<file path="src/rtl/kmac_app_cfg_pkg.sv">
// Application port configuration for the KMAC front end
// Bus widths, hashing modes and the fixed per-port configuration table

package kmac_app_cfg_pkg;

  ////////////////////////////////////////////////////////////////////////////
  // Widths
  ////////////////////////////////////////////////////////////////////////////

  localparam int NumAppIntf = 3;
  localparam int AppIdxW    = 2;
  localparam int MsgWidth   = 64;
  // One strobe bit per message byte
  localparam int StrbWidth  = MsgWidth / 8;
  localparam int AppDigestW = 256;
  localparam int StateW     = 1600;
  localparam int OutLenW    = 24;

  // right_encode(256), length byte sits in the MSB position
  localparam logic [OutLenW-1:0] EncodedOutLen     = 24'h02_0001;
  localparam logic [OutLenW-1:0] EncodedOutLenMask = 24'hFF_FFFF;

  ////////////////////////////////////////////////////////////////////////////
  // Modes
  ////////////////////////////////////////////////////////////////////////////

  typedef enum logic [1:0] {
    AppKMAC   = 2'b00,
    AppCShake = 2'b01,
    AppSHA3   = 2'b10
  } app_mode_e;

  // Encoding as seen by the SHA3 core
  typedef enum logic [1:0] {
    Sha3   = 2'b00,
    CShake = 2'b11
  } sha3_mode_e;

  typedef enum logic [2:0] {
    L128 = 3'd0,
    L224 = 3'd1,
    L256 = 3'd2,
    L384 = 3'd3,
    L512 = 3'd4
  } keccak_strength_e;

  typedef struct packed {
    app_mode_e        mode;
    keccak_strength_e strength;
  } app_cfg_t;

  // Per-port configuration, indexed by port
  localparam app_cfg_t AppCfg [NumAppIntf] = '{
    '{mode: AppKMAC,   strength: L256},
    '{mode: AppCShake, strength: L128},
    '{mode: AppSHA3,   strength: L512}
  };

endpackage

</file>
<file path="src/rtl/kmac_ctrl_pkg.sv">
// Control definitions for the KMAC front end
// Core commands, message mux selects, FSM states and error codes

package kmac_ctrl_pkg;

  // Commands towards the hashing core
  typedef enum logic [2:0] {
    CmdNone    = 3'b000,
    CmdStart   = 3'b001,
    CmdProcess = 3'b010,
    CmdDone    = 3'b100
  } kmac_cmd_e;

  // Source of the core message bus
  typedef enum logic [1:0] {
    SelNone   = 2'b00,
    SelApp    = 2'b01,
    SelOutLen = 2'b10,
    SelSw     = 2'b11
  } app_mux_sel_e;

  typedef enum logic [3:0] {
    StIdle        = 4'd0,
    StAppCfg      = 4'd1,
    StAppMsg      = 4'd2,
    StAppOutLen   = 4'd3,
    StAppProcess  = 4'd4,
    StAppWait     = 4'd5,
    StSw          = 4'd6,
    StErrRejected = 4'd7
  } app_st_e;

  typedef enum logic [7:0] {
    ErrNone                   = 8'h00,
    ErrSwPushedMsgFifo        = 8'h02,
    ErrSwIssuedCmdInAppActive = 8'h03,
    ErrServiceRejected        = 8'h05
  } err_code_e;

  localparam int ErrInfoW = 24;

endpackage

</file>
<file path="src/rtl/msg_mux.sv">
// Message bus mux towards the hashing core
// Selects the granted port, the output-length beat or software, and flags
// software misuse of the bus

`timescale 1ns/1ps

module msg_mux (
  input  kmac_ctrl_pkg::app_mux_sel_e  mux_sel_i,
  input  logic [kmac_app_cfg_pkg::AppIdxW-1:0] app_id_i,
  input  logic                         app_active_i,
  input  logic [kmac_app_cfg_pkg::NumAppIntf-1:0] app_valid_i,
  input  logic [kmac_app_cfg_pkg::NumAppIntf-1:0][kmac_app_cfg_pkg::MsgWidth-1:0] app_data_i,
  input  logic [kmac_app_cfg_pkg::NumAppIntf-1:0][kmac_app_cfg_pkg::StrbWidth-1:0] app_strb_i,
  input  logic [kmac_app_cfg_pkg::NumAppIntf-1:0] app_last_i,
  input  logic                         sw_valid_i,
  input  logic [kmac_app_cfg_pkg::MsgWidth-1:0] sw_data_i,
  input  logic [kmac_app_cfg_pkg::MsgWidth-1:0] sw_mask_i,
  input  kmac_ctrl_pkg::kmac_cmd_e     sw_cmd_i,
  input  logic                         kmac_ready_i,
  output logic                         kmac_valid_o,
  output logic [kmac_app_cfg_pkg::MsgWidth-1:0] kmac_data_o,
  output logic [kmac_app_cfg_pkg::MsgWidth-1:0] kmac_mask_o,
  output logic                         sw_ready_o,
  output logic                         app_data_ready_o,
  output logic                         sel_last_valid_o,
  output logic                         app_last_accepted_o,
  output logic                         outlen_accepted_o,
  output logic                         err_valid_o,
  output kmac_ctrl_pkg::err_code_e     err_code_o,
  output logic [kmac_ctrl_pkg::ErrInfoW-1:0] err_info_o
);

  // Granted port shows its final beat, used in both message and drain modes
  assign sel_last_valid_o    = app_valid_i[app_id_i] & app_last_i[app_id_i];
  assign app_last_accepted_o = (mux_sel_i == kmac_ctrl_pkg::SelApp) & sel_last_valid_o &
                               kmac_ready_i;
  assign outlen_accepted_o   = (mux_sel_i == kmac_ctrl_pkg::SelOutLen) & kmac_ready_i;

  ////////////////////////////////////////////////////////////////////////////
  // Data path
  ////////////////////////////////////////////////////////////////////////////

  always_comb begin
    kmac_valid_o     = 1'b0;
    kmac_data_o      = '0;
    kmac_mask_o      = '0;
    app_data_ready_o = 1'b0;
    // Software is never stalled outside its own mode
    sw_ready_o       = 1'b1;

    unique case (mux_sel_i)
      kmac_ctrl_pkg::SelApp: begin
        kmac_valid_o = app_valid_i[app_id_i];
        kmac_data_o  = app_data_i[app_id_i];
        // Byte strobe to bit mask
        for (int i = 0; i < kmac_app_cfg_pkg::StrbWidth; i++) begin
          kmac_mask_o[8*i+:8] = {8{app_strb_i[app_id_i][i]}};
        end
        app_data_ready_o = kmac_ready_i;
      end

      kmac_ctrl_pkg::SelOutLen: begin
        kmac_valid_o = 1'b1;
        kmac_data_o  = kmac_app_cfg_pkg::MsgWidth'(kmac_app_cfg_pkg::EncodedOutLen);
        kmac_mask_o  = kmac_app_cfg_pkg::MsgWidth'(kmac_app_cfg_pkg::EncodedOutLenMask);
      end

      kmac_ctrl_pkg::SelSw: begin
        kmac_valid_o = sw_valid_i;
        kmac_data_o  = sw_data_i;
        kmac_mask_o  = sw_mask_i;
        sw_ready_o   = kmac_ready_i;
      end

      default: ;
    endcase
  end

  ////////////////////////////////////////////////////////////////////////////
  // Misuse detection
  ////////////////////////////////////////////////////////////////////////////

  // Pushing data without owning the bus is reported first
  always_comb begin
    err_valid_o = 1'b0;
    err_code_o  = kmac_ctrl_pkg::ErrNone;
    err_info_o  = '0;
    if (mux_sel_i != kmac_ctrl_pkg::SelSw && sw_valid_i) begin
      err_valid_o = 1'b1;
      err_code_o  = kmac_ctrl_pkg::ErrSwPushedMsgFifo;
      err_info_o  = kmac_ctrl_pkg::ErrInfoW'(mux_sel_i);
    end else if (app_active_i && sw_cmd_i != kmac_ctrl_pkg::CmdNone) begin
      err_valid_o = 1'b1;
      err_code_o  = kmac_ctrl_pkg::ErrSwIssuedCmdInAppActive;
      err_info_o  = kmac_ctrl_pkg::ErrInfoW'(sw_cmd_i);
    end
  end

endmodule
</file>
<file path="config.mk">
export PLATFORM = sky130hd
export DESIGN_NAME = msg_mux
export DESIGN_NICKNAME = d
export VERILOG_FILES = /design/src/rtl/kmac_app_cfg_pkg.sv /design/src/rtl/kmac_ctrl_pkg.sv /design/src/rtl/msg_mux.sv
export SDC_FILE = /design/constraint.sdc
export NUM_CORES = 1
export LEC_CHECK = 0
export BUFFER_PORTS_ARGS = -buffer_cell sky130_fd_sc_hd__buf_2
export CAP_MARGIN = 20
export CORE_AREA = 4 4 200 202
export DETAILED_ROUTE_END_ITERATION = 12
export DIE_AREA = 0 0 204 206
export PLACE_DENSITY = 0.37
export SKIP_LAST_GASP = 1
export SLEW_MARGIN = 10
export SYNTH_ARGS = -nofsm -noshare
export SYNTH_HDL_FRONTEND = slang
export SYNTH_SLANG_ARGS = --single-unit
</file>
<file path="constraint.sdc">
create_clock -name vclk -period 6.1
set_clock_uncertainty 0.2 [all_clocks]
set_input_delay 1.22 -clock vclk [all_inputs]
set_output_delay 1.22 -clock vclk [all_outputs]
set_load 0.05 [all_outputs]
</file>
==> results of run 1 <==
path summary, 6_finish.rpt:
kind,start,end,slack (ns),depth (start not counted)
max,app_id_i[0],kmac_data_o[38],1.23,6
min,sw_mask_i[28],kmac_mask_o[28],2.63,4
power by group through the flow:
stage | clock network (µW) | logic, µW | registers, µW
4_1_cts | 0 | 718 | 0
2_1_floorplan | 0 | 487 | 0
3_3_place_gp | 0 | 715 | 0
5_1_grt | 0 | 758 | 0
3_5_place_dp | 0 | 716 | 0
6_report | 0 | 712 | 0
cells by family (layout without fill, tap and decap cells):
| kind of cell | count (synthesis) | count (layout) |
|---|---|---|
| AND/OR/NAND/NOR | 96 | 96 |
| buffers and inverters | 123 | 551 |
| multiplexers | 73 | 73 |
| AO/OA/AOI/OAI | 269 | 269 |
| other | 1 | 27 |
critical path, cell delays in order:
cell,delay [ns]
buf_2,0.53
nor2b_4,0.64
buf_12,0.27
a21oi_1,0.10
a21oi_1,0.32
buf_2,0.33
cells in the final DEF (no fill, tap or decap), drive strengths merged:
cell type  count
nor2b          9
mux2i         62
nor2           5
a21oi        170
nand4b         1
and3b          1
o21a          24
and3           1
nor3b          4
or2           64
conb          27
o31ai          1
o221ai         5
o21ai         65
buf          510
inv           41
mux2          11
a221o          3
nand2          4
nand3          6
a311oi         1
nand2b         1
metal layers:
layer  routed length (µm)  vias up
li1                     -     2828
met1                 9211     2604
met2                12710      316
met3                 1852       28
met4                  596        4
met5                   24        -
layout make-up:
cell class,instances,share of cell area
Multi-Input combinational cell,465,0.4580
Timing Repair Buffer,510,0.4150
Tap cell,518,0.1027
Inverter,41,0.02438
metrics by stage:
| stage | utilization | power, µW | hold WS [ns] | cells | setup WS, ns |
|---|---|---|---|---|---|
| 2_1_floorplan | - | 487.0 | 2.486 | 588 | 1.578 |
| 3_3_place_gp | 0.1644 | 714.9 | 2.628 | 1533 | 1.123 |
| 3_5_place_dp | 0.1644 | 715.8 | 2.628 | 1533 | 1.115 |
| 4_1_cts | 0.1644 | 718.0 | 2.630 | 1533 | 1.106 |
| 5_1_grt | 0.1649 | 757.9 | 2.640 | 1534 | 0.9601 |
| 6_report | 0.1649 | 712.3 | 2.629 | 1534 | 1.226 |
==> impl_metrics.env, run 1 <==
export IMPL_synth_area_leaders="a21oi_1, mux2i_1, or2_2"
export IMPL_place_area_um2=6294
export IMPL_synthSimpleGateAreaFrac=0.1701
export IMPL_overflow=0
export IMPL_fin_crit_ns=4.874
export IMPL_drv_cap=0
export IMPL_hold_viol_final=0
export IMPL_drt_wirelength_per_cell_um=15.90
export IMPL_rsz0062_at_grt="false"
export IMPL_p_int_uw=219.6
export IMPL_grt_start_max_net_pins=73
export IMPL_synth_fa_ha_area_frac=0
export IMPL_fp_row_count=72
export IMPL_io_pins=527
export IMPL_nets=1378
export IMPL_grt_first_pass_wirelength_mm=33.82
export IMPL_peakVddDrop_uv=36.10
export IMPL_sw_frac_of_total=0.6916
export IMPL_gr_usage_met3=0.01522
export IMPL_drtAntennaViolNets=0
export IMPL_drt_first_pass_iters=4
export IMPL_fillers=4490
export IMPL_io_buffers=500
export IMPL_pwr_share_clk=0
export IMPL_synth_area_mux_share=0.2192
export IMPL_setup_viol=0
export IMPL_maxSlewViolCount=0
export IMPL_ys_top_cells_by_count="a21oi_1, o21ai_0, or2_2"
export IMPL_post_synth_top_area_cell="a21oi_1"
export IMPL_tns_ns=0
export IMPL_outcome="finished clean"
export IMPL_multi_input_area_um2=2892
export IMPL_drt_total_wl_mm=24.39
export IMPL_p_leak_uw=0.003493
export IMPL_pwr_share_comb=1.000
export IMPL_power_density_nw_per_um2=112.8
export IMPL_seq_cells=0
export IMPL_cp_max_fo=35
export IMPL_slew_headroom=0.3863
export IMPL_synth_warnings=0
export IMPL_clockBufferCount=0
export IMPL_postCtsResizedCells=0
export IMPL_synth_top_family_by_area="compound AO/OA/AOI/OAI gates"
export IMPL_synth_most_common_cell="a21oi_1"
export IMPL_regArea_um2=0
export IMPL_synth_compound_area_frac=0.4260
export IMPL_drc_errors=0
export IMPL_antenna_found_initial=2
export IMPL_vias=5780
export IMPL_use_met1=0.1150
export IMPL_die_area_um2=42020
export IMPL_ctsHoldBuffers=0
export IMPL_critPathArrivalTime_ns=3.45
export IMPL_ys_seq_area_frac=0
export IMPL_die_h_um=206
export IMPL_drive_gt1_frac=0.5797
export IMPL_via_per_inst=3.768
export IMPL_end_kind="primary output"
export IMPL_synth_cell_types=30
export IMPL_post_cts_buffers=0
export IMPL_place_congestion=0.8873
export IMPL_start_kind="primary input"
export IMPL_grt_pass1_vias=5828
export IMPL_coreArea_um2=38290
export IMPL_antennaDiodeCount=0
export IMPL_synth_cell_area_um2=3413
export IMPL_initial_core_util=0.08915
export IMPL_netlist_instances=562
export IMPL_die_w_um=204
export IMPL_hpwl_mm=20.04
export IMPL_drt_initial_drc_count=298
export IMPL_worst_pin_slew_ns=0.9206
export IMPL_use_met2=0.1988
export IMPL_grt_util_all_layers=0.1013
export IMPL_switching_power_uw=492.7
export IMPL_min_period_over_period=0.7991
export IMPL_required_ns=4.68
export IMPL_syn_to_final_growth_pct=84.97
export IMPL_hold_class="primary input to primary output"
export IMPL_power_frac_seq=0
export IMPL_path_class="primary input to primary output"
export IMPL_final_cell_area_um2=6314
export IMPL_synth_top_area_frac=0.2493
export IMPL_busiest_layer="met2"
export IMPL_synth_xor_area_share=0
export IMPL_avgSynthCellArea_um2=6.073
export IMPL_max_clock_freq_mhz=205.2
Note: power is estimated with default switching activity, not from simulation.
==> run 2: changes to the inputs <==
--- a/config.mk
+++ b/config.mk
@@ -7,9 +7,9 @@
 export LEC_CHECK = 0
 export BUFFER_PORTS_ARGS = -buffer_cell sky130_fd_sc_hd__buf_2
 export CAP_MARGIN = 20
-export CORE_AREA = 4 4 200 202
+export CORE_AREA = 4 4 201 203
 export DETAILED_ROUTE_END_ITERATION = 12
-export DIE_AREA = 0 0 204 206
+export DIE_AREA = 0 0 205 207
 export PLACE_DENSITY = 0.37
 export SKIP_LAST_GASP = 1
 export SLEW_MARGIN = 10
==> constraint.sdc (replaced) <==
create_clock -name vclk -period 4.7
set_clock_uncertainty 0.2 [all_clocks]
set_input_delay 0.94 -clock vclk [all_inputs]
set_output_delay 0.94 -clock vclk [all_outputs]
set_load 0.05 [all_outputs]
==> run 2 against run 1 <==
Against the previous run:
- wire length increased by 1.6%
- power increased by 31%
- count of clock-buffer cells in the layout unchanged
- combinational power increased by 31%
- global-route usage increased by 0.16 points
- highest routed layer unchanged
==> impl_metrics.env, run 2 (synthesized netlist as in run 1, its figures left out) <==
export IMPL_io_pins=527
export IMPL_min_from="sw_mask_i[25]"
export IMPL_hpwl_mm=20.62
export IMPL_die_w_um=205
export IMPL_drt_wirelength_per_cell_um=16.07
export IMPL_drt_initial_drc_count=241
export IMPL_antenna_found_initial=2
export IMPL_grt_start_max_net_pins=72
export IMPL_die_h_um=207
export IMPL_peakVddDrop_uv=38.71
export IMPL_maxSlewViolCount=0
export IMPL_seq_cells=0
export IMPL_nets=1384
export IMPL_final_cell_mix="buf_2, a21oi_1, o21ai_0"
export IMPL_ctsHoldBuffers=0
export IMPL_coreArea_um2=38470
export IMPL_clockBufferCount=0
export IMPL_die_area_um2=42440
export IMPL_drt_first_pass_iters=4
export IMPL_min_period_over_period=0.8512
export IMPL_tns_ns=0
export IMPL_fp_row_count=72
export IMPL_postCtsResizedCells=0
export IMPL_required_ns=3.56
export IMPL_worst_pin_slew_ns=0.8578
export IMPL_drt_total_wl_mm=24.78
export IMPL_rsz0062_at_grt="false"
export IMPL_slew_headroom=0.4281
export IMPL_start_kind="primary input"
export IMPL_cp_max_fo=32
export IMPL_place_congestion=0.8460
export IMPL_drc_errors=0
export IMPL_power_density_nw_per_um2=145.9
export IMPL_via_per_inst=3.781
export IMPL_drv_cap=0
export IMPL_p_leak_uw=0.003529
export IMPL_grt_util_all_layers=0.1030
export IMPL_regArea_um2=0
export IMPL_grt_pass1_vias=6015
export IMPL_path_class="primary input to primary output"
export IMPL_end_kind="primary output"
export IMPL_fin_crit_ns=4.001
export IMPL_hold_viol_final=0
export IMPL_grt_first_pass_wirelength_mm=34.51
export IMPL_critPathArrivalTime_ns=2.86
export IMPL_holdPathStages=4
export IMPL_drtAntennaViolNets=0
export IMPL_max_clock_freq_mhz=250.0
export IMPL_utilization=0.1662
export IMPL_final_common_cell="buf_2"
export IMPL_hold_class="primary input to primary output"
export IMPL_syn_to_final_growth_pct=87.32
export IMPL_hold_path_end="kmac_mask_o[25]"
export IMPL_initial_core_util=0.08873
export IMPL_setup_viol=0
export IMPL_vias=5830
export IMPL_io_buffers=500
export IMPL_outcome="finished clean"
export IMPL_overflow=0
export IMPL_post_cts_buffers=0
export IMPL_drive_gt1_frac=0.5822
-- run 2: cell count changes in the layout (fill, tap and decap cells not counted) --
cell	before	now
buf_2	498	496
buf_4	9	15
buf_12	3	5
diode_2	0	2
-- run 2: critical path, stage by stage --
cell and delay [ns]:
buf_4 0.44, buf_4 0.46, mux2i_1 0.12, or2_2 0.29, a21oi_1 0.24, buf_2 0.32
-- run 2: power by group --
part	internal (µW)	switching (µW)	total (µW)
clock	0.0000571	0	0.0000571
sequential	0	0	0
combinational	292	641	933
-- run 2: worst max-delay path by stage --
stage / startpoint / to / slack [ns] / depth (start not counted)
final: app_id_i[1] / kmac_data_o[31] / 0.70 / 6
after global routing: app_id_i[1] / kmac_mask_o[55] / 0.57 / 5
after CTS: app_id_i[1] / kmac_data_o[31] / 0.65 / 6
after detailed placement: app_id_i[1] / kmac_data_o[31] / 0.66 / 6
after global placement: app_id_i[1] / kmac_data_o[31] / 0.68 / 6
after floorplan: app_id_i[1] / app_last_accepted_o / 0.74 / 5
-- run 2: layout make-up --
cell class / instances / area (µm²)
inverter: 41 / 153.9
antenna: 2 / 5.005
tap: 518 / 648.1
fill: 4486 / 32070
timing repair buffer: 516 / 2695
multi-input combinational: 465 / 2892
-- run 2: per-layer routing --
| layer | vias to the layer above | track usage | part of all wire | wire, µm |
|---|---|---|---|---|
| met5 | - | 0 | 0.00081 | 20 |
| met4 | 2 | 0.02980 | 0.031 | 774 |
| met3 | 36 | 0.01142 | 0.075 | 1847 |
| met2 | 333 | 0.2089 | 0.53 | 13090 |
| met1 | 2609 | 0.1090 | 0.37 | 9045 |
| li1 | 2850 | - | - | - |
-- run 2: metrics by stage --
step	power (µW)	hold slack (ns)	worst slack [ns]	instance area, µm²	std cells
after floorplan	632.1	1.926	0.7384	3511	588
after global placement	943.0	2.069	0.6784	6389	1540
after detailed placement	940.3	2.068	0.6590	6389	1540
after CTS	942.8	2.070	0.6473	6389	1540
after global routing	991.3	2.075	0.5745	6391	1541
final	933.1	2.069	0.6994	6394	1542
