===== config.mk =====
export PLATFORM = sky130hd
export DESIGN_NAME = app_ctrl_fsm
export DESIGN_NICKNAME = d
export VERILOG_FILES = /design/src/rtl/kmac_app_cfg_pkg.sv /design/src/rtl/kmac_ctrl_pkg.sv /design/src/rtl/app_ctrl_fsm.sv
export SDC_FILE = /design/constraint.sdc
export NUM_CORES = 1
export LEC_CHECK = 0
export BUFFER_PORTS_ARGS = -buffer_cell sky130_fd_sc_hd__buf_2
export CORE_UTILIZATION = 42
export CTS_BUF_LIST = sky130_fd_sc_hd__clkbuf_4 sky130_fd_sc_hd__clkbuf_8 sky130_fd_sc_hd__clkbuf_16
export DETAILED_ROUTE_END_ITERATION = 12
export PLACE_DENSITY = 0.75
export REMOVE_ABC_BUFFERS = 1
export SYNTH_ARGS = -nofsm -noshare
export SYNTH_HDL_FRONTEND = slang
export SYNTH_SLANG_ARGS = --single-unit

===== constraint.sdc =====
create_clock -name clk_i -period 1.83 [get_ports clk_i]
set_clock_uncertainty 0.15 [all_clocks]
set_input_delay 0.2745 -clock clk_i [delete_from_list [all_inputs] [get_ports clk_i]]
set_output_delay 0.2745 -clock clk_i [all_outputs]
set_load 0.01 [all_outputs]

===== src/rtl/kmac_app_cfg_pkg.sv =====
// Application port configuration for the KMAC front end
// Bus widths, hashing modes and the fixed per-port configuration table

package kmac_app_cfg_pkg;

  ////////////////////////////////////////////////////////////////////////////
  // Widths
  ////////////////////////////////////////////////////////////////////////////

  localparam int NumAppIntf = 3;
  localparam int AppIdxW    = 2;
  localparam int MsgWidth   = 64;
  // One strobe bit per message byte
  localparam int StrbWidth  = MsgWidth / 8;
  localparam int AppDigestW = 256;
  localparam int StateW     = 1600;
  localparam int OutLenW    = 24;

  // right_encode(256), length byte sits in the MSB position
  localparam logic [OutLenW-1:0] EncodedOutLen     = 24'h02_0001;
  localparam logic [OutLenW-1:0] EncodedOutLenMask = 24'hFF_FFFF;

  ////////////////////////////////////////////////////////////////////////////
  // Modes
  ////////////////////////////////////////////////////////////////////////////

  typedef enum logic [1:0] {
    AppKMAC   = 2'b00,
    AppCShake = 2'b01,
    AppSHA3   = 2'b10
  } app_mode_e;

  // Encoding as seen by the SHA3 core
  typedef enum logic [1:0] {
    Sha3   = 2'b00,
    CShake = 2'b11
  } sha3_mode_e;

  typedef enum logic [2:0] {
    L128 = 3'd0,
    L224 = 3'd1,
    L256 = 3'd2,
    L384 = 3'd3,
    L512 = 3'd4
  } keccak_strength_e;

  typedef struct packed {
    app_mode_e        mode;
    keccak_strength_e strength;
  } app_cfg_t;

  // Per-port configuration, indexed by port
  localparam app_cfg_t AppCfg [NumAppIntf] = '{
    '{mode: AppKMAC,   strength: L256},
    '{mode: AppCShake, strength: L128},
    '{mode: AppSHA3,   strength: L512}
  };

endpackage


===== src/rtl/kmac_ctrl_pkg.sv =====
// Control definitions for the KMAC front end
// Core commands, message mux selects, FSM states and error codes

package kmac_ctrl_pkg;

  // Commands towards the hashing core
  typedef enum logic [2:0] {
    CmdNone    = 3'b000,
    CmdStart   = 3'b001,
    CmdProcess = 3'b010,
    CmdDone    = 3'b100
  } kmac_cmd_e;

  // Source of the core message bus
  typedef enum logic [1:0] {
    SelNone   = 2'b00,
    SelApp    = 2'b01,
    SelOutLen = 2'b10,
    SelSw     = 2'b11
  } app_mux_sel_e;

  typedef enum logic [3:0] {
    StIdle        = 4'd0,
    StAppCfg      = 4'd1,
    StAppMsg      = 4'd2,
    StAppOutLen   = 4'd3,
    StAppProcess  = 4'd4,
    StAppWait     = 4'd5,
    StSw          = 4'd6,
    StErrRejected = 4'd7
  } app_st_e;

  typedef enum logic [7:0] {
    ErrNone                   = 8'h00,
    ErrSwPushedMsgFifo        = 8'h02,
    ErrSwIssuedCmdInAppActive = 8'h03,
    ErrServiceRejected        = 8'h05
  } err_code_e;

  localparam int ErrInfoW = 24;

endpackage


===== src/rtl/app_ctrl_fsm.sv =====
// Application control FSM
// Grants a port, applies its configuration and sequences the core commands,
// rejects KMAC service without entropy and passes software commands through

`timescale 1ns/1ps

module app_ctrl_fsm (
  input  logic                                      clk_i,
  input  logic                                      rst_ni,
  input  logic                                      arb_valid_i,
  input  logic [kmac_app_cfg_pkg::AppIdxW-1:0]      arb_idx_i,
  input  logic                                      sel_last_valid_i,
  input  logic                                      app_last_accepted_i,
  input  logic                                      outlen_accepted_i,
  input  kmac_ctrl_pkg::kmac_cmd_e                  sw_cmd_i,
  input  logic                                      absorbed_i,
  input  logic                                      entropy_ready_i,
  input  logic                                      reg_kmac_en_i,
  input  kmac_app_cfg_pkg::sha3_mode_e              reg_sha3_mode_i,
  input  kmac_app_cfg_pkg::keccak_strength_e        reg_keccak_strength_i,
  output logic [kmac_app_cfg_pkg::AppIdxW-1:0]      app_id_o,
  output kmac_ctrl_pkg::app_mux_sel_e               mux_sel_o,
  output kmac_ctrl_pkg::kmac_cmd_e                  cmd_o,
  output logic                                      absorbed_o,
  output logic                                      fsm_data_ready_o,
  output logic                                      digest_done_o,
  output logic                                      svc_err_o,
  output logic                                      app_active_o,
  output logic                                      kmac_en_o,
  output kmac_app_cfg_pkg::sha3_mode_e              sha3_mode_o,
  output kmac_app_cfg_pkg::keccak_strength_e        keccak_strength_o
);

  kmac_ctrl_pkg::app_st_e st_q, st_d;
  logic set_appid, clr_appid;
  logic rej_done_q, rej_done_d;
  logic svc_err_set;
  logic cur_is_kmac;

  kmac_app_cfg_pkg::app_cfg_t cur_cfg, arb_cfg;

  assign cur_cfg     = kmac_app_cfg_pkg::AppCfg[app_id_o];
  assign arb_cfg     = kmac_app_cfg_pkg::AppCfg[arb_idx_i];
  assign cur_is_kmac = (cur_cfg.mode == kmac_app_cfg_pkg::AppKMAC);

  ////////////////////////////////////////////////////////////////////////////
  // State and grant registers
  ////////////////////////////////////////////////////////////////////////////

  always_ff @(posedge clk_i or negedge rst_ni) begin
    if (!rst_ni) begin
      st_q       <= kmac_ctrl_pkg::StIdle;
      rej_done_q <= 1'b0;
    end else begin
      st_q       <= st_d;
      rej_done_q <= rej_done_d;
    end
  end

  // A new grant wins over the clear of the previous one
  always_ff @(posedge clk_i or negedge rst_ni) begin
    if (!rst_ni) begin
      app_id_o <= '0;
    end else if (set_appid) begin
      app_id_o <= arb_idx_i;
    end else if (clr_appid) begin
      app_id_o <= '0;
    end
  end

  // Rejection flag, held until done and error have gone out
  always_ff @(posedge clk_i or negedge rst_ni) begin
    if (!rst_ni) begin
      svc_err_o <= 1'b0;
    end else if (svc_err_set) begin
      svc_err_o <= 1'b1;
    end else if (rej_done_q) begin
      svc_err_o <= 1'b0;
    end
  end

  ////////////////////////////////////////////////////////////////////////////
  // Next state and command generation
  ////////////////////////////////////////////////////////////////////////////

  always_comb begin
    st_d             = st_q;
    mux_sel_o        = kmac_ctrl_pkg::SelNone;
    cmd_o            = kmac_ctrl_pkg::CmdNone;
    absorbed_o       = 1'b0;
    set_appid        = 1'b0;
    clr_appid        = rej_done_q;
    svc_err_set      = 1'b0;
    fsm_data_ready_o = 1'b0;
    rej_done_d       = 1'b0;
    digest_done_o    = rej_done_q;

    unique case (st_q)
      kmac_ctrl_pkg::StIdle: begin
        // Ports take precedence over a software start
        if (arb_valid_i) begin
          st_d      = kmac_ctrl_pkg::StAppCfg;
          set_appid = 1'b1;
        end else if (sw_cmd_i == kmac_ctrl_pkg::CmdStart) begin
          st_d  = kmac_ctrl_pkg::StSw;
          cmd_o = kmac_ctrl_pkg::CmdStart;
        end
      end

      kmac_ctrl_pkg::StAppCfg: begin
        // KMAC needs entropy, otherwise drain the port and report
        if (cur_is_kmac && !entropy_ready_i) begin
          st_d        = kmac_ctrl_pkg::StErrRejected;
          svc_err_set = 1'b1;
        end else begin
          st_d  = kmac_ctrl_pkg::StAppMsg;
          cmd_o = kmac_ctrl_pkg::CmdStart;
        end
      end

      kmac_ctrl_pkg::StAppMsg: begin
        mux_sel_o = kmac_ctrl_pkg::SelApp;
        if (app_last_accepted_i) begin
          st_d = cur_is_kmac ? kmac_ctrl_pkg::StAppOutLen : kmac_ctrl_pkg::StAppProcess;
        end
      end

      kmac_ctrl_pkg::StAppOutLen: begin
        mux_sel_o = kmac_ctrl_pkg::SelOutLen;
        if (outlen_accepted_i) begin
          st_d = kmac_ctrl_pkg::StAppProcess;
        end
      end

      kmac_ctrl_pkg::StAppProcess: begin
        cmd_o = kmac_ctrl_pkg::CmdProcess;
        st_d  = kmac_ctrl_pkg::StAppWait;
      end

      kmac_ctrl_pkg::StAppWait: begin
        if (absorbed_i) begin
          cmd_o         = kmac_ctrl_pkg::CmdDone;
          digest_done_o = 1'b1;
          clr_appid     = 1'b1;
          st_d          = kmac_ctrl_pkg::StIdle;
        end
      end

      kmac_ctrl_pkg::StSw: begin
        mux_sel_o  = kmac_ctrl_pkg::SelSw;
        cmd_o      = sw_cmd_i;
        absorbed_o = absorbed_i;
        if (sw_cmd_i == kmac_ctrl_pkg::CmdDone) begin
          st_d = kmac_ctrl_pkg::StIdle;
        end
      end

      kmac_ctrl_pkg::StErrRejected: begin
        // Swallow beats, done and error follow the last one
        fsm_data_ready_o = 1'b1;
        if (sel_last_valid_i) begin
          rej_done_d = 1'b1;
          st_d       = kmac_ctrl_pkg::StIdle;
        end
      end

      default: st_d = kmac_ctrl_pkg::StIdle;
    endcase
  end

  assign app_active_o = st_q inside {kmac_ctrl_pkg::StAppCfg, kmac_ctrl_pkg::StAppMsg,
                                     kmac_ctrl_pkg::StAppOutLen, kmac_ctrl_pkg::StAppProcess,
                                     kmac_ctrl_pkg::StAppWait};

  ////////////////////////////////////////////////////////////////////////////
  // Configuration latch
  ////////////////////////////////////////////////////////////////////////////

  // Port table on grant, register values otherwise
  always_ff @(posedge clk_i or negedge rst_ni) begin
    if (!rst_ni) begin
      kmac_en_o         <= 1'b0;
      sha3_mode_o       <= kmac_app_cfg_pkg::Sha3;
      keccak_strength_o <= kmac_app_cfg_pkg::L256;
    end else if (set_appid) begin
      kmac_en_o         <= (arb_cfg.mode == kmac_app_cfg_pkg::AppKMAC);
      sha3_mode_o       <= (arb_cfg.mode == kmac_app_cfg_pkg::AppSHA3) ?
                           kmac_app_cfg_pkg::Sha3 : kmac_app_cfg_pkg::CShake;
      keccak_strength_o <= arb_cfg.strength;
    end else if (clr_appid || st_q == kmac_ctrl_pkg::StIdle) begin
      kmac_en_o         <= reg_kmac_en_i;
      sha3_mode_o       <= reg_sha3_mode_i;
      keccak_strength_o <= reg_keccak_strength_i;
    end
  end

endmodule


==> results.yml, run 1 <==
critical_path:
  critPathMostFrequentCell: "buf_6"
  path_buf_inv: 3
  r2r_end: "st_q[0]"
  rrSetupSlack_ns: -0.09
  worst_setup_path_start_kind: "register"
  end_kind: "output pin"
  cp_top_family: "flip-flops"
  critPathLaunch: "st_q[2]"
  critical_path_arrival_ns: 1.52
  cp_cell_sequence: "buf_6 > and3b_2 > buf_6 > a32o_1 > buf_2"
  critPathRequiredTime_ns: 1.41
  path_class: "register to output pin"
  max_stage_delay_ns: 0.45
  critical-path-slowest-cell: "dfrtp_2"
  rr_worst_depth: 5
  path_max_fanout: 4
  worst_r2r_startpoint: "st_q[2]"
yosys:
  synth-simple-area-share_pct: 21.0
  synth_compound_area_share_pct: 18.9
  synth_area_um2: 893
  synth_top_family_by_area: "simple AND/OR/NAND/NOR gates"
  muxShareOfSynthArea_pct: 10.9
  synth_flop_cell: "dfrtp_1"
  synth_xor_area_share_pct: 1.96
  synthesis.instances: 91
  yosys.area.top_type: "dfrtp_1"
  avgSynthCellArea_um2: 9.82
  synth-edff-count: 0
  ys_seq_area_share_pct: 36.6
  synthAdderAreaFrac_pct: 4.20
  yosysWarnings: 0
  synthArstFlopShare_pct: 100
  ys_ff_latch: 13
  ys_top_cells_by_area: "dfrtp_1, ha_1, nand2_1"
  synth_top_area_share_pct: 33.6
  synth_cell_types: 41
routing:
  postRouteAntennaNets: 0
  dr.pass1.iters: 4
  wl_um: 2330
  routedWlPerCell_um: 13.3
  vias: 939
  via_per_inst: 5.37
  dr.first_iter.drc_count: 18
  drc: 0
finish:
  final_common_cell: "buf_2"
  final_net_count: 171
  syn2layout_area_growth_pct: 51.3
  final_cell_mix: "buf_2, buf_4, dfrtp_1"
  fillers: 163
  post-route-util_pct: 68.2
  drive_gt1_share_pct: 58.8
  final_area_um2: 1350
  antenna_cells: 0
timing:
  worst_pin_slew_ns: 0.362
  hold_violations: 0
  rsz0062_at_grt: "yes"
  fmax_mhz: 515
  drv_slew: 0
  layout_setup_ws_ns: -0.111
  final-setup-viol-count: 4
  timing.slew.headroom_pct: 75.8
  period_share_pct: 106
  period_needed_ns: 1.94
global_routing:
  grt_pass1_wl_um: 3280
  grt_use_total_pct: 20.6
  met2_usage_pct: 41.4
  grt_util_met3_pct: 3.70
  grt_busiest_layer: "met2"
  grt_antenna_before_repair: 0
  grt_pass1_vias: 827
  grt_max_degree: 14
  use_met1_pct: 20.7
  gr-total-overflow: 0
job:
  drv_cap: 0
placed_design:
  dpl_cell_area_um2: 1170
  portBuffers: 36
  hpwl_um: 1670
  gp_congestion: 0.800
pwr:
  power_density_nw_per_um2: 1700
  peakVddDrop_mv: 0.904
  p_leak_uw: 0.000706
cts:
  clock-sinks: 13
  cts_tree: "built"
  cts-root-buf: "clkbuf_4"
  htreeDepth: 1
  cts_inserted_buffers: 3
  clk_latency_ns: 0.28
  ctsLongestPathBuffers: 2
  path_clk_slew_ns: 0.08
floorplan:
  coreArea_um2: 1980
  die_w_um: 48.1
  fp.dieArea_um2: 2320
  die_h_um: 48.1
  start_util_pct: 45.1
  rows: 16
  io_pins: 37
run_status:
  outcome: "finished with violations"
  violations: "negative setup slack"
hold_path:
  min_path_cells: 3
  hold_class: "primary input to register"
  min_from: "reg_keccak_strength_i[0]"
  hold_end: "keccak_strength_o[0]"
-- logic make-up after synthesis --
group	count (synthesis)
flip-flops	13
AO/OA/AOI/OAI	24
AND/OR/NAND/NOR	30
buffers and inverters	11
multiplexers	8
adder cells (fa/ha/maj)	3
XOR/XNOR	2
-- report_power, final --
part	switching, uW	internal, uW	total (uW)
sequential	114	434	547
clock	97.4	99.4	197
combinational	734	817	1550
total	945	1350	2300
-- worst max path at each step --
| stage | cells after the start | endpoint |
|---|---|---|
| 5_1_grt | 5 | cmd_o[0] |
| 4_1_cts | 5 | cmd_o[0] |
| 3_3_place_gp | 5 | st_q[0] |
| 2_1_floorplan | 4 | kmac_en_o |
| 6_report | 5 | cmd_o[0] |
| 3_5_place_dp | 5 | st_q[0] |
-- area by class of cell --
type                            instances  area (um^2)  area share, %
Multi-Input combinational cell         67          562           41.6
Timing Repair Buffer                   57          363           26.9
Sequential cell                        13          329           24.4
Inverter                                7         33.8           2.50
Tap cell                               27         33.8           2.50
Clock buffer                            4         30.0           2.22
-- through the flow --
step / setup TNS, ns / worst slack, ns / cells / total power (uW) / hold slack, ns
detailed placement: -0.0409 / -0.0409 / 163 / 1820 / 0.0298
finish: -0.275 / -0.111 / 175 / 2300 / 0.0762
CTS: -0.120 / -0.0697 / 171 / 2120 / 0.0726
floorplan: -0.408 / -0.109 / 87 / 1290 / -0.171
global route: -0.661 / -0.146 / 175 / 2460 / 0.0766
global placement: -0.00468 / -0.00468 / 163 / 1800 / 0.0268
-- repair_timing --
item,CTS,global route
setup endpoints to repair,4,12
pin swaps,2,6
setup buffers,3,5
hold buffers,1,0
gates resized for setup,9,19
hold endpoints to repair,13,0
-- cell usage after synthesis (2+ instances only) --
cell	count
a21o_1	2
a21oi_1	2
a32o_1	2
and2_1	2
buf_6	2
dfrtp_1	12
ha_1	3
inv_1	6
mux2_2	3
mux2i_1	3
nand2_1	10
nor2_1	4
nor3b_1	2
o211ai_1	2
o21ai_0	4
o21ai_1	4
o22ai_1	3
xnor2_1	2
-- sequential cells by signal, summed over array words and instances, names as in the netlist --
| register | count |
|---|---|
| app_id_o | 2 |
| kmac_en_o | 1 |
| keccak_strength_o | 3 |
| svc_err_o | 1 |
| st_q | 3 |
| rej_done_q | 1 |
| sha3_mode_o | 2 |
-- tightest hold or removal path: stages --
cell and delay, ns:
buf_2 0.09, nand2_1 0.05, o21ai_1 0.05
-- routing by layer --
| metal | vias to the layer above | routed length (um) |
|---|---|---|
| met3 | 4 | 143 |
| met4 | 0 | 28 |
| met1 | 445 | 884 |
| li1 | 448 | - |
| met2 | 42 | 1270 |
| met5 | - | 0 |
(Power assumes the default switching activity.)
==> run 2, diff against run 1 <==
--- a/config.mk
+++ b/config.mk
@@ -10,6 +10,7 @@
 export CTS_BUF_LIST = sky130_fd_sc_hd__clkbuf_4 sky130_fd_sc_hd__clkbuf_8 sky130_fd_sc_hd__clkbuf_16
 export DETAILED_ROUTE_END_ITERATION = 12
 export PLACE_DENSITY = 0.75
+export RECOVER_POWER = 50
 export REMOVE_ABC_BUFFERS = 1
 export SYNTH_ARGS = -nofsm -noshare
 export SYNTH_HDL_FRONTEND = slang
==> run 2 against run 1 <==
  * The flow still finishes with violations (negative setup slack)
  * First-iteration DRC count up 11%
  * Setup slack about the same
  * Sequential power about the same
  * Critical endpoint unchanged
  * Worst hold slack about the same
  * Critical path depth stayed put
  * Utilization shrank 0.19 points
  * Sequential share of layout area is 0.068 points higher
  * Die area did not move
  * Total power fell by 0.35%
  * Largest power group unchanged
==> results.yml, run 2 (synthesis results as in run 1) <==
pwr:
  peakVddDrop_mv: 0.900
  p_leak_uw: 0.000698
  power_uw: 2290
  power_density_nw_per_um2: 1700
global_routing:
  gr-total-overflow: 0
  grt_pass1_vias: 827
  grt_antenna_before_repair: 0
  grt_pass1_wl_um: 3280
  grt_use_total_pct: 20.6
  grt_max_degree: 14
cts:
  clock-sinks: 13
  cts_tree: "built"
  cts_inserted_buffers: 3
  htreeDepth: 1
  cts-root-buf: "clkbuf_4"
  path_clk_slew_ns: 0.08
  ctsLongestPathBuffers: 2
  clk_latency_ns: 0.28
timing:
  worst_pin_slew_ns: 0.696
  finalSetupTns_ns: -0.275
  timing.slew.headroom_pct: 53.6
  final-setup-viol-count: 4
  holdWs_ns: 0.0763
  fmax_mhz: 515
  period_share_pct: 106
  hold_violations: 0
  drv_slew: 0
  rsz0062_at_grt: "yes"
  period_needed_ns: 1.94
  layout_setup_ws_ns: -0.111
floorplan:
  start_util_pct: 45.1
  die_w_um: 48.1
  rows: 16
  fp.dieArea_um2: 2320
  die_h_um: 48.1
  io_pins: 37
  coreArea_um2: 1980
finish:
  drive_gt1_share_pct: 56.8
  antenna_cells: 0
  syn2layout_area_growth_pct: 50.8
  post-route-util_pct: 68.0
  final_net_count: 171
  final_common_cell: "buf_2"
  largestRegisters: "keccak_strength_o x3, st_q x3"
  final_cell_mix: "buf_2, buf_4, dfrtp_1"
routing:
  wl_um: 2330
  routedWlPerCell_um: 13.3
  dr.first_iter.drc_count: 20
  drc: 0
  vias: 928
  via_per_inst: 5.30
  postRouteAntennaNets: 0
  dr.pass1.iters: 4
run_status:
  violations: "negative setup slack"
  outcome: "finished with violations"
critical_path:
  worst_setup_path_start_kind: "register"
  critical_path_arrival_ns: 1.52
  r2r_end: "st_q[0]"
  worst_r2r_startpoint: "st_q[2]"
  path_class: "register to output pin"
  critPathRequiredTime_ns: 1.41
  rr_worst_depth: 5
  end_kind: "output pin"
  rrSetupSlack_ns: -0.09
  path_max_fanout: 4
job:
  drv_cap: 0
hold_path:
  min_path_cells: 3
  hold_class: "primary input to register"
  min_from: "reg_keccak_strength_i[0]"
  hold_end: "keccak_strength_o[0]"
placed_design:
  portBuffers: 36
  gp_congestion: 0.800
  place_ws_ns: -0.0409
  hpwl_um: 1670
==> run 2: cell count changes in the layout (fill, tap and decap cells not counted) <==
cell / change
buf_2: -3
clkbuf_1: +3
==> run 2: area by class of cell <==
type | count | area [um^2]
repair buffers | 57 | 359
multi-input cells | 67 | 562
fillers | 166 | 634
well taps | 27 | 33.8
inverters | 7 | 33.8
flip-flops and latches | 13 | 329
clock buffers | 4 | 30.0
==> run 2: repair_timing <==
action	4_1_cts	5_1_grt
endpoints found under the setup margin	4	12
resized for setup	9	19
hold endpoints to repair	13	0
setup buffers	3	5
hold buffers	1	0
pin swaps	2	6
==> run 2: through the flow <==
step	instance area, um^2	cells
after detailed placement	1170	163
after CTS	1270	171
after global routing	1350	175
after floorplan	862	87
final	1350	175
after global placement	1170	163
==> run 2: how the worst max path moves through the flow <==
stage / startpoint / endpoint / depth (start not counted)
after floorplan: st_q[2] / kmac_en_o / 4
after global placement: sw_cmd_i[1] / st_q[0] / 5
after detailed placement: sw_cmd_i[1] / st_q[0] / 5
after CTS: st_q[2] / cmd_o[0] / 5
after global routing: st_q[2] / cmd_o[0] / 5
final: st_q[2] / cmd_o[0] / 5
==> run 2: metal layers <==
| metal | routed length, um | up-vias | GRT usage [%] |
|---|---|---|---|
| met5 | 0 | - | 0 |
| met4 | 28 | 0 | 7.78 |
| met3 | 140 | 4 | 3.70 |
| met2 | 1270 | 40 | 41.4 |
| met1 | 889 | 436 | 20.7 |
| li1 | - | 448 | - |
==> run 2: report_power, final <==
group | switching, uW | internal, uW
logic | 733 | 811
registers | 113 | 434
clock network | 97.2 | 99.4
==> run 2: worst max-delay path, stage by stage (launching register included) <==
cell	delay (ns)
dfrtp_2	0.45
buf_6	0.13
and3b_2	0.22
buf_6	0.12
a32o_1	0.18
buf_2	0.13
